## src/logic/flitSwitchPkg.sv

```systemverilog
package flitSwitchPkg;

  localparam int NumPorts = 5;
  localparam int BufDepth = 4;
  localparam int OutCredits = 4;
  localparam int LengthWidth = 12;

  localparam int SelWidth = $clog2(NumPorts);
  localparam int PtrWidth = $clog2(BufDepth);
  localparam int CountWidth = $clog2(BufDepth + 1);
  localparam int CreditWidth = $clog2(OutCredits + 1);

  // Index order is also the rotation order of the arbiter
  localparam logic [SelWidth-1:0] PortL = SelWidth'(0);
  localparam logic [SelWidth-1:0] PortN = SelWidth'(1);
  localparam logic [SelWidth-1:0] PortE = SelWidth'(2);
  localparam logic [SelWidth-1:0] PortW = SelWidth'(3);
  localparam logic [SelWidth-1:0] PortS = SelWidth'(4);

  typedef enum logic [1:0]
  {
    Head = 2'b01,
    Body = 2'b10,
    Tail = 2'b11
  } flitKind_t;

  // Length counts every flit of the packet including the head
  typedef struct packed
  {
    logic [3:0] dest;
    logic [LengthWidth-1:0] length;
  } headerView_t;

  typedef union packed
  {
    headerView_t header;
    logic [15:0] payload;
  } flitData_t;

  typedef struct packed
  {
    flitKind_t kind;
    flitData_t data;
  } flit_t;

  typedef logic [NumPorts-1:0] portMask_t;

  // Bit 0 is idle, bit i+1 means port i holds the link
  typedef logic [NumPorts:0] arbState_t;
  localparam arbState_t StateIdle = arbState_t'(1);

endpackage
```

## src/logic/flitSwitch.sv

```systemverilog
`timescale 1ns/100ps

module flitSwitch
(
  input  logic                     clk,
  input  logic                     rst,
  input  flitSwitchPkg::flit_t     inFlit [flitSwitchPkg::NumPorts],
  input  flitSwitchPkg::portMask_t inValid,
  output flitSwitchPkg::portMask_t creditReturn,
  output flitSwitchPkg::flit_t     outFlit,
  output logic                     outValid,
  input  logic                     creditIn
);

  flitSwitchPkg::portMask_t req;
  flitSwitchPkg::portMask_t pop;
  flitSwitchPkg::flit_t frontFlit [flitSwitchPkg::NumPorts];
  logic [flitSwitchPkg::LengthWidth-1:0] frontLength [flitSwitchPkg::NumPorts];
  logic [flitSwitchPkg::SelWidth-1:0] sel;
  logic canSend;
  logic fwd;

  for (genvar i = 0; i < flitSwitchPkg::NumPorts; i++)
  begin : genBuf
    inputBuffer buffer
    (
      .clk,
      .rst,
      .inFlit(inFlit[i]),
      .inValid(inValid[i]),
      .pop(pop[i]),
      .req(req[i]),
      .frontFlit(frontFlit[i]),
      .frontLength(frontLength[i]),
      .creditReturn(creditReturn[i])
    );
  end

  portArbiter arbiter
  (
    .clk,
    .rst,
    .req,
    .frontFlit,
    .frontLength,
    .canSend,
    .pop,
    .sel
  );

  // At most one port pops in a cycle
  assign fwd = |pop;

  outputStage outStage
  (
    .clk,
    .rst,
    .frontFlit,
    .sel,
    .fwd,
    .creditIn,
    .canSend,
    .outFlit,
    .outValid
  );

endmodule

```

## src/logic/outputStage.sv

```systemverilog
`timescale 1ns/100ps

module outputStage
(
  input  logic                               clk,
  input  logic                               rst,
  input  flitSwitchPkg::flit_t               frontFlit [flitSwitchPkg::NumPorts],
  input  logic [flitSwitchPkg::SelWidth-1:0] sel,
  input  logic                               fwd,
  input  logic                               creditIn,
  output logic                               canSend,
  output flitSwitchPkg::flit_t               outFlit,
  output logic                               outValid
);

  logic [flitSwitchPkg::CreditWidth-1:0] credits;

  always_ff @(posedge clk)
  begin
    if (fwd)
    begin
      outFlit <= frontFlit[sel];
    end
  end

  always_ff @(posedge clk)
  begin
    if (rst)
    begin
      outValid <= 1'b0;
      credits <= flitSwitchPkg::CreditWidth'(flitSwitchPkg::OutCredits);
    end
    else
    begin
      outValid <= fwd;
      // A forward and a returned credit in one cycle cancel out
      case ({fwd, creditIn})
        2'b10: credits <= credits - flitSwitchPkg::CreditWidth'(1);
        2'b01: credits <= credits + flitSwitchPkg::CreditWidth'(1);
        default: credits <= credits;
      endcase
    end
  end

  assign canSend = (credits != '0);

  // The receiver never returns more credits than its buffer holds
  assert property (@(posedge clk) disable iff (rst)
    credits <= flitSwitchPkg::CreditWidth'(flitSwitchPkg::OutCredits));

  // The arbiter forwards only while a downstream slot is free
  assert property (@(posedge clk) disable iff (rst)
    fwd |-> canSend);

endmodule

```

## src/logic/portArbiter.sv

```systemverilog
`timescale 1ns/100ps

module portArbiter
(
  input  logic                                 clk,
  input  logic                                 rst,
  input  flitSwitchPkg::portMask_t             req,
  input  flitSwitchPkg::flit_t                 frontFlit [flitSwitchPkg::NumPorts],
  input  logic [flitSwitchPkg::LengthWidth-1:0] frontLength [flitSwitchPkg::NumPorts],
  input  logic                                 canSend,
  output flitSwitchPkg::portMask_t             pop,
  output logic [flitSwitchPkg::SelWidth-1:0]   sel
);

  flitSwitchPkg::arbState_t state;
  flitSwitchPkg::arbState_t stateNext;
  flitSwitchPkg::portMask_t grant;
  flitSwitchPkg::portMask_t pick;
  flitSwitchPkg::portMask_t headMask;
  flitSwitchPkg::portMask_t start;
  flitSwitchPkg::portMask_t advance;
  flitSwitchPkg::portMask_t timesUp;
  logic [flitSwitchPkg::SelWidth-1:0] rrFirst;
  logic [flitSwitchPkg::SelWidth-1:0] searchFrom;
  logic holdDone;
  logic grantFresh;

  function automatic logic [flitSwitchPkg::SelWidth-1:0] nextPort(
    input logic [flitSwitchPkg::SelWidth-1:0] p
  );
    case (p)
      flitSwitchPkg::PortL: nextPort = flitSwitchPkg::PortN;
      flitSwitchPkg::PortN: nextPort = flitSwitchPkg::PortE;
      flitSwitchPkg::PortE: nextPort = flitSwitchPkg::PortW;
      flitSwitchPkg::PortW: nextPort = flitSwitchPkg::PortS;
      flitSwitchPkg::PortS: nextPort = flitSwitchPkg::PortL;
      default: nextPort = flitSwitchPkg::PortL;
    endcase
  endfunction

  // First requester found walking the ring from the given port
  function automatic flitSwitchPkg::portMask_t rotatePick(
    input flitSwitchPkg::portMask_t reqs,
    input logic [flitSwitchPkg::SelWidth-1:0] first
  );
    flitSwitchPkg::portMask_t found;
    logic [flitSwitchPkg::SelWidth-1:0] idx;
    found = '0;
    idx = first;
    for (int k = 0; k < flitSwitchPkg::NumPorts; k++)
    begin
      if (found == '0 && reqs[idx])
        found[idx] = 1'b1;
      idx = nextPort(idx);
    end
    rotatePick = found;
  endfunction

  assign grant = state[flitSwitchPkg::NumPorts:1];
  assign holdDone = |(grant & timesUp);

  always_comb
  begin
    sel = '0;
    headMask = '0;
    for (int i = 0; i < flitSwitchPkg::NumPorts; i++)
    begin
      if (grant[i])
        sel = flitSwitchPkg::SelWidth'(i);
      headMask[i] = (frontFlit[i].kind == flitSwitchPkg::Head);
    end
  end

  // No forward in the release cycle, which leaves one gap between packets
  assign pop = grant & req & {flitSwitchPkg::NumPorts{canSend}} & ~timesUp;
  assign start = pop & headMask;
  assign advance = pop & ~headMask;

  assign searchFrom = state[0] ? rrFirst : nextPort(sel);

  always_comb
  begin
    pick = rotatePick(req, searchFrom);
    stateNext = state;
    if (state[0] || holdDone)
      stateNext = (pick == '0) ? flitSwitchPkg::StateIdle : {pick, 1'b0};
  end

  always_ff @(posedge clk)
  begin
    if (rst)
    begin
      state <= flitSwitchPkg::StateIdle;
      rrFirst <= flitSwitchPkg::PortL;
      grantFresh <= 1'b0;
    end
    else
    begin
      state <= stateNext;
      if (!state[0])
        rrFirst <= nextPort(sel);
      if (state[0] || holdDone)
        grantFresh <= 1'b1;
      else if (|pop)
        grantFresh <= 1'b0;
    end
  end

  for (genvar i = 0; i < flitSwitchPkg::NumPorts; i++)
  begin : genTimer
    holdTimer timer
    (
      .clk,
      .rst,
      .start(start[i]),
      .advance(advance[i]),
      .length(frontLength[i]),
      .timesUp(timesUp[i])
    );

    // The forward that completes the length must be the tail
    assert property (@(posedge clk) disable iff (rst)
      pop[i] |=> (timesUp[i] == ($past(frontFlit[i].kind) == flitSwitchPkg::Tail)));
  end

  // The first forward of a grant is the head and no later one is
  assert property (@(posedge clk) disable iff (rst)
    |pop |-> ((frontFlit[sel].kind == flitSwitchPkg::Head) == grantFresh));

endmodule

```

## src/logic/holdTimer.sv

```systemverilog
`timescale 1ns/100ps

module holdTimer
(
  input  logic                                 clk,
  input  logic                                 rst,
  input  logic                                 start,
  input  logic                                 advance,
  input  logic [flitSwitchPkg::LengthWidth-1:0] length,
  output logic                                 timesUp
);

  logic [flitSwitchPkg::LengthWidth-1:0] count;
  logic [flitSwitchPkg::LengthWidth-1:0] target;

  always_ff @(posedge clk)
  begin
    if (start)
    begin
      target <= length;
    end
  end

  // The holder loses the grant exactly in the cycle timesUp is high
  always_ff @(posedge clk)
  begin
    if (rst)
      count <= '0;
    else if (start)
      count <= flitSwitchPkg::LengthWidth'(1);
    else if (timesUp)
      count <= '0;
    else if (advance)
      count <= count + flitSwitchPkg::LengthWidth'(1);
  end

  assign timesUp = (count != '0) && (count == target);

endmodule

```

## src/logic/inputBuffer.sv

```systemverilog
`timescale 1ns/100ps

module inputBuffer
(
  input  logic                                 clk,
  input  logic                                 rst,
  input  flitSwitchPkg::flit_t                 inFlit,
  input  logic                                 inValid,
  input  logic                                 pop,
  output logic                                 req,
  output flitSwitchPkg::flit_t                 frontFlit,
  output logic [flitSwitchPkg::LengthWidth-1:0] frontLength,
  output logic                                 creditReturn
);

  flitSwitchPkg::flit_t mem [flitSwitchPkg::BufDepth];
  logic [flitSwitchPkg::PtrWidth-1:0] wrPtr;
  logic [flitSwitchPkg::PtrWidth-1:0] rdPtr;
  logic [flitSwitchPkg::CountWidth-1:0] count;

  always_ff @(posedge clk)
  begin
    if (inValid)
    begin
      mem[wrPtr] <= inFlit;
    end
  end

  always_ff @(posedge clk)
  begin
    if (rst)
    begin
      wrPtr <= '0;
      rdPtr <= '0;
      count <= '0;
      creditReturn <= 1'b0;
    end
    else
    begin
      if (inValid)
        wrPtr <= wrPtr + flitSwitchPkg::PtrWidth'(1);
      if (pop)
        rdPtr <= rdPtr + flitSwitchPkg::PtrWidth'(1);
      case ({inValid, pop})
        2'b10: count <= count + flitSwitchPkg::CountWidth'(1);
        2'b01: count <= count - flitSwitchPkg::CountWidth'(1);
        default: count <= count;
      endcase
      // Each drained slot goes back to the sender as one credit
      creditReturn <= pop;
    end
  end

  assign req = (count != '0);
  assign frontFlit = mem[rdPtr];

  // Only a head flit carries a length, body and tail words are payload
  assign frontLength = (frontFlit.kind == flitSwitchPkg::Head) ?
                       frontFlit.data.header.length : '0;

  // Upstream credits must keep the sender off a full buffer
  assert property (@(posedge clk) disable iff (rst)
    inValid |-> count != flitSwitchPkg::CountWidth'(flitSwitchPkg::BufDepth));

  // The arbiter pops only a port that requests
  assert property (@(posedge clk) disable iff (rst)
    pop |-> req);

endmodule

```

## config.mk

```make
export PLATFORM = sky130hd
export DESIGN_NAME = flitSwitch
export DESIGN_NICKNAME = d
export VERILOG_FILES = /design/src/logic/flitSwitchPkg.sv /design/src/logic/flitSwitch.sv /design/src/logic/outputStage.sv /design/src/logic/portArbiter.sv /design/src/logic/holdTimer.sv /design/src/logic/inputBuffer.sv
export SDC_FILE = /design/constraint.sdc
export NUM_CORES = 1
export LEC_CHECK = 0
export BUFFER_PORTS_ARGS = -buffer_cell sky130_fd_sc_hd__buf_2
export CORE_UTILIZATION = 35
export DETAILED_ROUTE_END_ITERATION = 16
export PLACE_DENSITY = 0.57
export SLEW_MARGIN = 40
export SYNTH_ARGS = -nofsm -noshare
export SYNTH_HDL_FRONTEND = slang
export SYNTH_SLANG_ARGS = --single-unit
```

## constraint.sdc

```tcl
create_clock -name clk -period 3.3 [get_ports clk]
set_input_delay 0.495 -clock clk [delete_from_list [all_inputs] [get_ports clk]]
set_output_delay 0.495 -clock clk [all_outputs]
set_load 0.1 [all_outputs]
```

## Word-level counts from Yosys, hierarchy flattened

Memories as Yosys holds them, arrays and structs flattened. A register that Yosys moved wholly into a read port is not among the register bits.
Cells that the tools add are included.

- Flip-flop bits (word level): 191
- Latch bits: 0
- RAM bits: 360
- ROM bits: 0
- Output and inout bits: 24
- Memories kept: 5

Memories:

| name | words | bits a word | rd ports | clocked after memory_dff | wr ports | RTL line | source |
|---|---|---|---|---|---|---|---|
| genBuf[0].buffer.mem | 4 | 18 | 1 | 1 | 1 | inputBuffer.sv:16 | `flitSwitchPkg::flit_t mem [flitSwitchPkg::BufDepth];` |
| genBuf[1].buffer.mem | 4 | 18 | 1 | 1 | 1 | inputBuffer.sv:16 |  |
| genBuf[2].buffer.mem | 4 | 18 | 1 | 1 | 1 | inputBuffer.sv:16 |  |
| genBuf[3].buffer.mem | 4 | 18 | 1 | 1 | 1 | inputBuffer.sv:16 |  |
| genBuf[4].buffer.mem | 4 | 18 | 1 | 1 | 1 | inputBuffer.sv:16 |  |

- $add $sub $neg: 27
- $mul: 0
- Div/mod/pow operators: 0
- $lt $le $gt $ge: 11
- Equality and inequality tests: 37
- Shifts and indexed selects: 0
- Mux-type cells: 80
- Bitwise operators: 13
- Reductions and logical operators: 54

Operator list:

| cell | number |
|---|---|
| adder 12 x 1 -> 12 bit, second input constant | 5 |
| equality test 12 bit | 5 |
| one-hot mux 3 bit (4 select lines) | 5 |
| nonzero test 12 bit | 5 |
| binary-select mux 18 bit (select 3 bit) | 1 |
| 2-to-1 mux 1 bit | 36 |
| 2-to-1 mux 18 bit | 2 |
| one-hot mux 3 bit (2 select lines) | 6 |
| nonzero test 3 bit | 11 |
| AND 5 bit | 6 |
| equality test 3 x 2 -> 1 bit, second input constant | 10 |
| zero test 5 bit | 5 |
| 2-to-1 mux 5 bit | 5 |
| equality test 2 x 1 -> 1 bit, second input constant | 11 |
| adder 2 x 1 -> 2 bit, second input constant | 10 |
| less-than comparator 3 x 4 -> 1 bit, second input constant | 5 |
| 2-to-1 mux 2 bit | 10 |
| bitwise OR 5 bit | 4 |
| adder 3 x 1 -> 3 bit, second input constant | 6 |
| subtractor 3 x 1 -> 3 bit, second input constant | 6 |
| binary-select mux 1 bit (select 3 bit) | 5 |
| demux 1 bit (select 3 bit) | 5 |
| equality test 3 x 1 -> 1 bit, second input constant | 5 |
| >= comparator 3 x 1 -> 1 bit, second input constant | 5 |
| other kinds (12) | 48 |

## Logic depth before layout (Yosys ltp)

- Word-level depth: 26
- Depth in mapped cells: 15
- Gate-level depth less buffers: 14

## Modules after synthesis

A second synthesis with hierarchy kept.

- Cell total of the unflattened synthesis: 1,598
- Area, all modules: 24,144.4 um^2

Modules (own cells, without submodules):

| module | times used | cells an instance | area an instance (um^2) |
|---|---|---|---|
| inputBuffer at genBuf[1].buffer ... | 3 | 156 | 3,150.5 |
| holdTimer | 5 | 99 | 1,089.8 |
| inputBuffer at genBuf[4].buffer | 1 | 152 | 3,151.8 |
| inputBuffer at genBuf[0].buffer | 1 | 152 | 3,140.5 |
| outputStage | 1 | 121 | 1,487.7 |
| portArbiter | 1 | 207 | 1,451.4 |
| flitSwitch | 1 | 3 | 12.5 |

## Least setup slack after synthesis

Ideal clock, no wire load.

- Kind: reg-to-reg
- From: reg arbiter.genTimer[2].timer.count[0] (netlist name)
- To: reg outStage.credits[2] (netlist name)
- Library setup time: 0.065 ns
- Arrival time: 2.926 ns
- Data required time: 3.235 ns
- Setup slack: 0.309 ns
- Cell stages (with the launch flop): 15
- Buffers on the path: 1
- Period minus slack after synthesis: 2.991 ns
- Cells stage by stage: dfxtp_1 inv_1 ha_1 nor4b_1 a31oi_1 o2111ai_1 and2_1 clkbuf_1 nor3_1 ha_1 inv_1 fa_1 xor2_1 or3_1 nand3_1

- Cells in the longest elaborated chain, start to end: 7
- Elaborated cells on any way between the ends: 10
- Those cells by class: eq/ne (3); mux (1); bitwise (2); reduce/logical (4)

Ends and longest elaborated chain:

| what | RTL line | source |
|---|---|---|
| start, declared | holdTimer.sv:13 | `logic [flitSwitchPkg::LengthWidth-1:0] count;` |
| start signal, assigned | holdTimer.sv:30 | `count <= flitSwitchPkg::LengthWidth'(1);` |
| start signal, assigned | holdTimer.sv:34 | `count <= count + flitSwitchPkg::LengthWidth'(1);` |
| equality test 12 bit or nonzero test 12 bit (tied branches) | holdTimer.sv:37 | `assign timesUp = (count != '0) && (count == target);` |
| logical AND 1 bit (*) | holdTimer.sv:37 |  |
| inverter 5 bit (*) | portArbiter.sv:75 | `assign pop = grant & req & {flitSwitchPkg::NumPorts{canSend}} & ~timesUp;` |
| AND 5 bit (*) | portArbiter.sv:75 |  |
| net genBuf[2].buffer.pop | inputBuffer.sv:9 | `input logic pop,` |
| OR reduction 5 bit (*) | n/a |  |
| equality test 2 x 1 -> 1 bit or equality test 2 bit (tied branches) | outputStage.sv:37 | `case ({fwd, creditIn})` |
| one-hot mux 3 bit (2 select lines) or nonzero test 2 bit (tied branches) | n/a |  |
| end signal, assigned | outputStage.sv:38 | `2'b10: credits <= credits - flitSwitchPkg::CreditWidth'(1);` |
| end signal, assigned | outputStage.sv:39 | `2'b01: credits <= credits + flitSwitchPkg::CreditWidth'(1);` |
| end signal, assigned | outputStage.sv:40 | `default: credits <= credits;` |
| end, declared | outputStage.sv:16 | `logic [flitSwitchPkg::CreditWidth-1:0] credits;` |

The timed path passes the listed nets; every way through them passes the cells marked *.
A chain may end at the register's enable or synchronous reset.

## Worst setup path in the final report

- From: reg arbiter.state[5]
- To: reg arbiter.state[3]

- Cells in the longest elaborated chain, start to end: 23
- Elaborated cells on any way between the ends: 84
- Those cells by class: order compare (10); eq/ne (15); mux (33); bitwise (5); reduce/logical (21)

Ends and longest elaborated chain:

| what | RTL line | source |
|---|---|---|
| start, declared | portArbiter.sv:15 | `flitSwitchPkg::arbState_t state;` |
| start signal, assigned | portArbiter.sv:93 | `state <= flitSwitchPkg::StateIdle;` |
| start signal, assigned | portArbiter.sv:99 | `state <= stateNext;` |
| branches (longest 23 deep; another with one-hot mux 3 bit (4 select lines)) | n/a |  |

Several ways; the timed one is not identified. The select of a mux whose other input is x is not followed.

==> run metrics <==
status=complete, no violations; syn_area_per_cell=14.86 um2; Internal=13920 uW; worst setup margin=0.1100 ns; vias per cell=5.104; grt peak-use layer=met2; xor/xnor cell area share of the yosys netlist=0.04800; CTS Buffer Depth=3; Final Setup Violations=0; final hold vios=0; Die H=261.3 um; hold_sp=inFlit[11]; Reg2Reg Capture Point=arbiter.state[3]$_SDFFE_PP0P_; I/O Buffers=121; CTS clock-pin slew for the worst setup and hold paths=0.06 ns; area share of the largest cell type after synthesis=0.5588; critical path type=reg2reg; antenna violations before repair=6; Sw Pwr=6730 uW; reg2reg path depth=10; worst slack, placed=0.1239 ns; CTS Buf Count=56; slowest CP cell=or3_4; Synth Area in Adders=0.02424; post-synthesis mux area share=0.09164; layout cell share with drive strength beyond 1=0.2235; filler cell count=6097; share of total power in the clock network=0.313; Synth Instances=1584; Layout Nets=1902; via count=13.64k; Final GP Congestion=0.8545; worst-case vdd ir drop=0.5236 mV; crit start category=flip-flop; Critical Path Max Stage Delay=0.46 ns; Mapped Nets=1724; Slew Limit Fails=0; crit path buf inv count=1; Synth cell types=75; Synth warnings=0; synthesized area=23540 um2; GR Util met2=0.2712; Synth async-reset ratio=0; LEAKAGE=0.009590 uW; DRT iter0 DRCs=1066; Synth Flop Type=edfxtp_1; row count=94; CTS sink count=561; Max-slew headroom=0.4613; FF-to-FF setup slack=0.11 ns; Crit path depth=10; Final min period=3.190 ns; core area=66100 um2; hold endpoint=genBuf[4].buffer.mem[3][11]$_DFFE_PP_; CTS H-tree lvls=2; Hold Path Cell Cnt=1; r2r startpoint=arbiter.state[5]$_SDFFE_PP0P_; vias in the first global route=13.64k; most frequent cells in the layout=edfxtp_1, nor2_1, dfxtp_1, buf_2, xor2_1; fin crit share=0.9667; dpl hpwl=40650 um; Yosys top cell by area=edfxtp_1; synth top area cells=edfxtp_1, dfxtp_1, mux4_2; CTS hold repair buffers=0; grt met3 use=0.02952; sequential fraction of the synthesis area=0.6634; Routed WL per cell=21.00 um; kind of end point of the critical path=flip-flop; clock skew=0.02612 ns; EDFF count, synth=438; number of max-cap violations=0; CP Data Arrival Time=3.69 ns; routing usage on met1=0.2186; HP Class=in2reg; largest net degree at the start of global routing=34; Die ar.=68290 um2; Combinational Power Share=0.272; Simple-Gate Fraction of Synth Area=0.09887; grt total ovfl=0; clk_lat worst skew=0.61 ns; most common cell after layout, fill and taps aside=edfxtp_1; Pwr Density=755.2 nW/um2; DIE WIDTH=261.3 um; top-level port count=122; first-pass GRT wire length=83720 um; gr usage total=0.1647; Layout area overhead=16.18%; Worst Tran Pin Value=0.7979 ns; Cell Chain, Critical Path=or3_4 > o21ai_4 > mux2i_2 > o221a_4 > a211oi_1 > a221o_1 > nor4b_4 > buf_4 > nand4_1 > a221oi_1; CP top delay family=compound AO/OA/AOI/OAI gates; largest family of logic cells by synthesized area=simple AND/OR/NAND/NOR gates; WL final=56120 um; WP data required=3.80 ns; residual DRC count=0; sw frac=0.3259; drt pass-1 iters=7; Critical Path Fanout Max=8; synthesized flop and latch total=561; initial core utilization=0.3561; antenna-violating nets left=0; Compound-Gate Fraction of Synth Area=0.05082; setup_tns=0 ns; CTS tree=done; fmax=0.3135 GHz; sequential group share of total power=0.415; Root Buffer=clkbuf_16
## sequential cells by signal, summed over array words and instances, names as in the netlist, named ones only
| signal | flops |
|---|---|
| arbiter.rrFirst | 3 |
| genBuf.buffer.creditReturn | 5 |
| outStage.outFlit | 18 |
| genBuf.buffer.rdPtr | 10 |
| genBuf.buffer.mem | 360 |
| outStage.credits | 3 |
| genBuf.buffer.wrPtr | 10 |
| genBuf.buffer.count | 15 |
| outStage.outValid | 1 |
| arbiter.genTimer.timer.target | 60 |
| arbiter.genTimer.timer.count | 60 |
| arbiter.state | 6 |
## metrics by stage
stage          cell area [um2]  std cells  power [uW]  hold slack [ns]    util
3_3_place_gp             25400       2564       14180           0.4790  0.3843
3_5_place_dp             25430       2564       14170           0.4930  0.3847
6_report                 27350       2673       20650          0.09575  0.4137
2_1_floorplan            23540       1584       12440           0.4658       -
4_1_cts                  27290       2668       20650          0.05949  0.4128
5_1_grt                  27340       2672       21440          0.06892  0.4137
## logic make-up after synthesis
logic type / Yosys count
mux: 103
fa+ha+maj: 42
flops: 561
buf+inv: 132
xor+xnor: 129
compound gates: 163
simple gates: 454
## timing repair
item | CTS | global route
setup buffers | 0 | 4
endpoints found under the setup margin | 0 | 4
gates resized for setup | 0 | 7
## per-layer routing
layer / routed length, um / vias up
li1: - / 6284
met1: 24230 / 6921
met5: 34 / -
met4: 1765 / 4
met3: 2751 / 89
met2: 27340 / 346
## how the worst max path moves through the flow
stage,startpoint,to,slack [ns]
2_1_floorplan,arbiter.genTimer[2].timer.count[0]$_SDFFE_PP0P_,outStage.credits[2]$_SDFFE_PP1P_,0.31
3_5_place_dp,arbiter.state[5]$_SDFFE_PP0P_,arbiter.state[3]$_SDFFE_PP0P_,0.12
5_1_grt,arbiter.state[5]$_SDFFE_PP0P_,arbiter.state[3]$_SDFFE_PP0P_,-0.01
6_report,arbiter.state[5]$_SDFFE_PP0P_,arbiter.state[3]$_SDFFE_PP0P_,0.11
4_1_cts,arbiter.state[5]$_SDFFE_PP0P_,arbiter.state[3]$_SDFFE_PP0P_,0.07
3_3_place_gp,arbiter.state[5]$_SDFFE_PP0P_,arbiter.state[3]$_SDFFE_PP0P_,0.22
## power by group through the flow
stage / clock [uW] / sequential [uW] / combinational [uW]
2_1_floorplan: 0 / 9460 / 2980
3_3_place_gp: 0 / 8710 / 5470
3_5_place_dp: 0 / 8720 / 5450
4_1_cts: 6600 / 8580 / 5470
5_1_grt: 6840 / 8620 / 5980
6_report: 6460 / 8570 / 5620
## synthesized netlist by cell type (all sizes together) (7+ instances only)
library cell,number
edfxtp,438
nor2,153
dfxtp,123
xor2,102
mux4,90
and2,88
inv,61
nand2,61
clkbuf,47
ha,36
a21oi,30
nand3,29
a22oi,28
xnor2,27
and3,24
buf,23
o21ai,22
a31oi,20
nor4,17
or3,15
nor3,14
mux2i,13
nand4,13
nor2b,10
o2111ai,8
o211ai,7
## final cells by class
cell class	instances	area, um2	share of cell area
sequential	561	15620	0.5711
clock inverter	38	400.4	0.01464
multi-input combinational	891	7428	0.2716
tap	864	1081	0.03953
inverter	62	232.7	0.008510
antenna	1	2.502	0.00009151
clock buffer	66	1460	0.05339
timing repair buffer	190	1124	0.04109
Note: power is estimated with default switching activity, not from simulation.
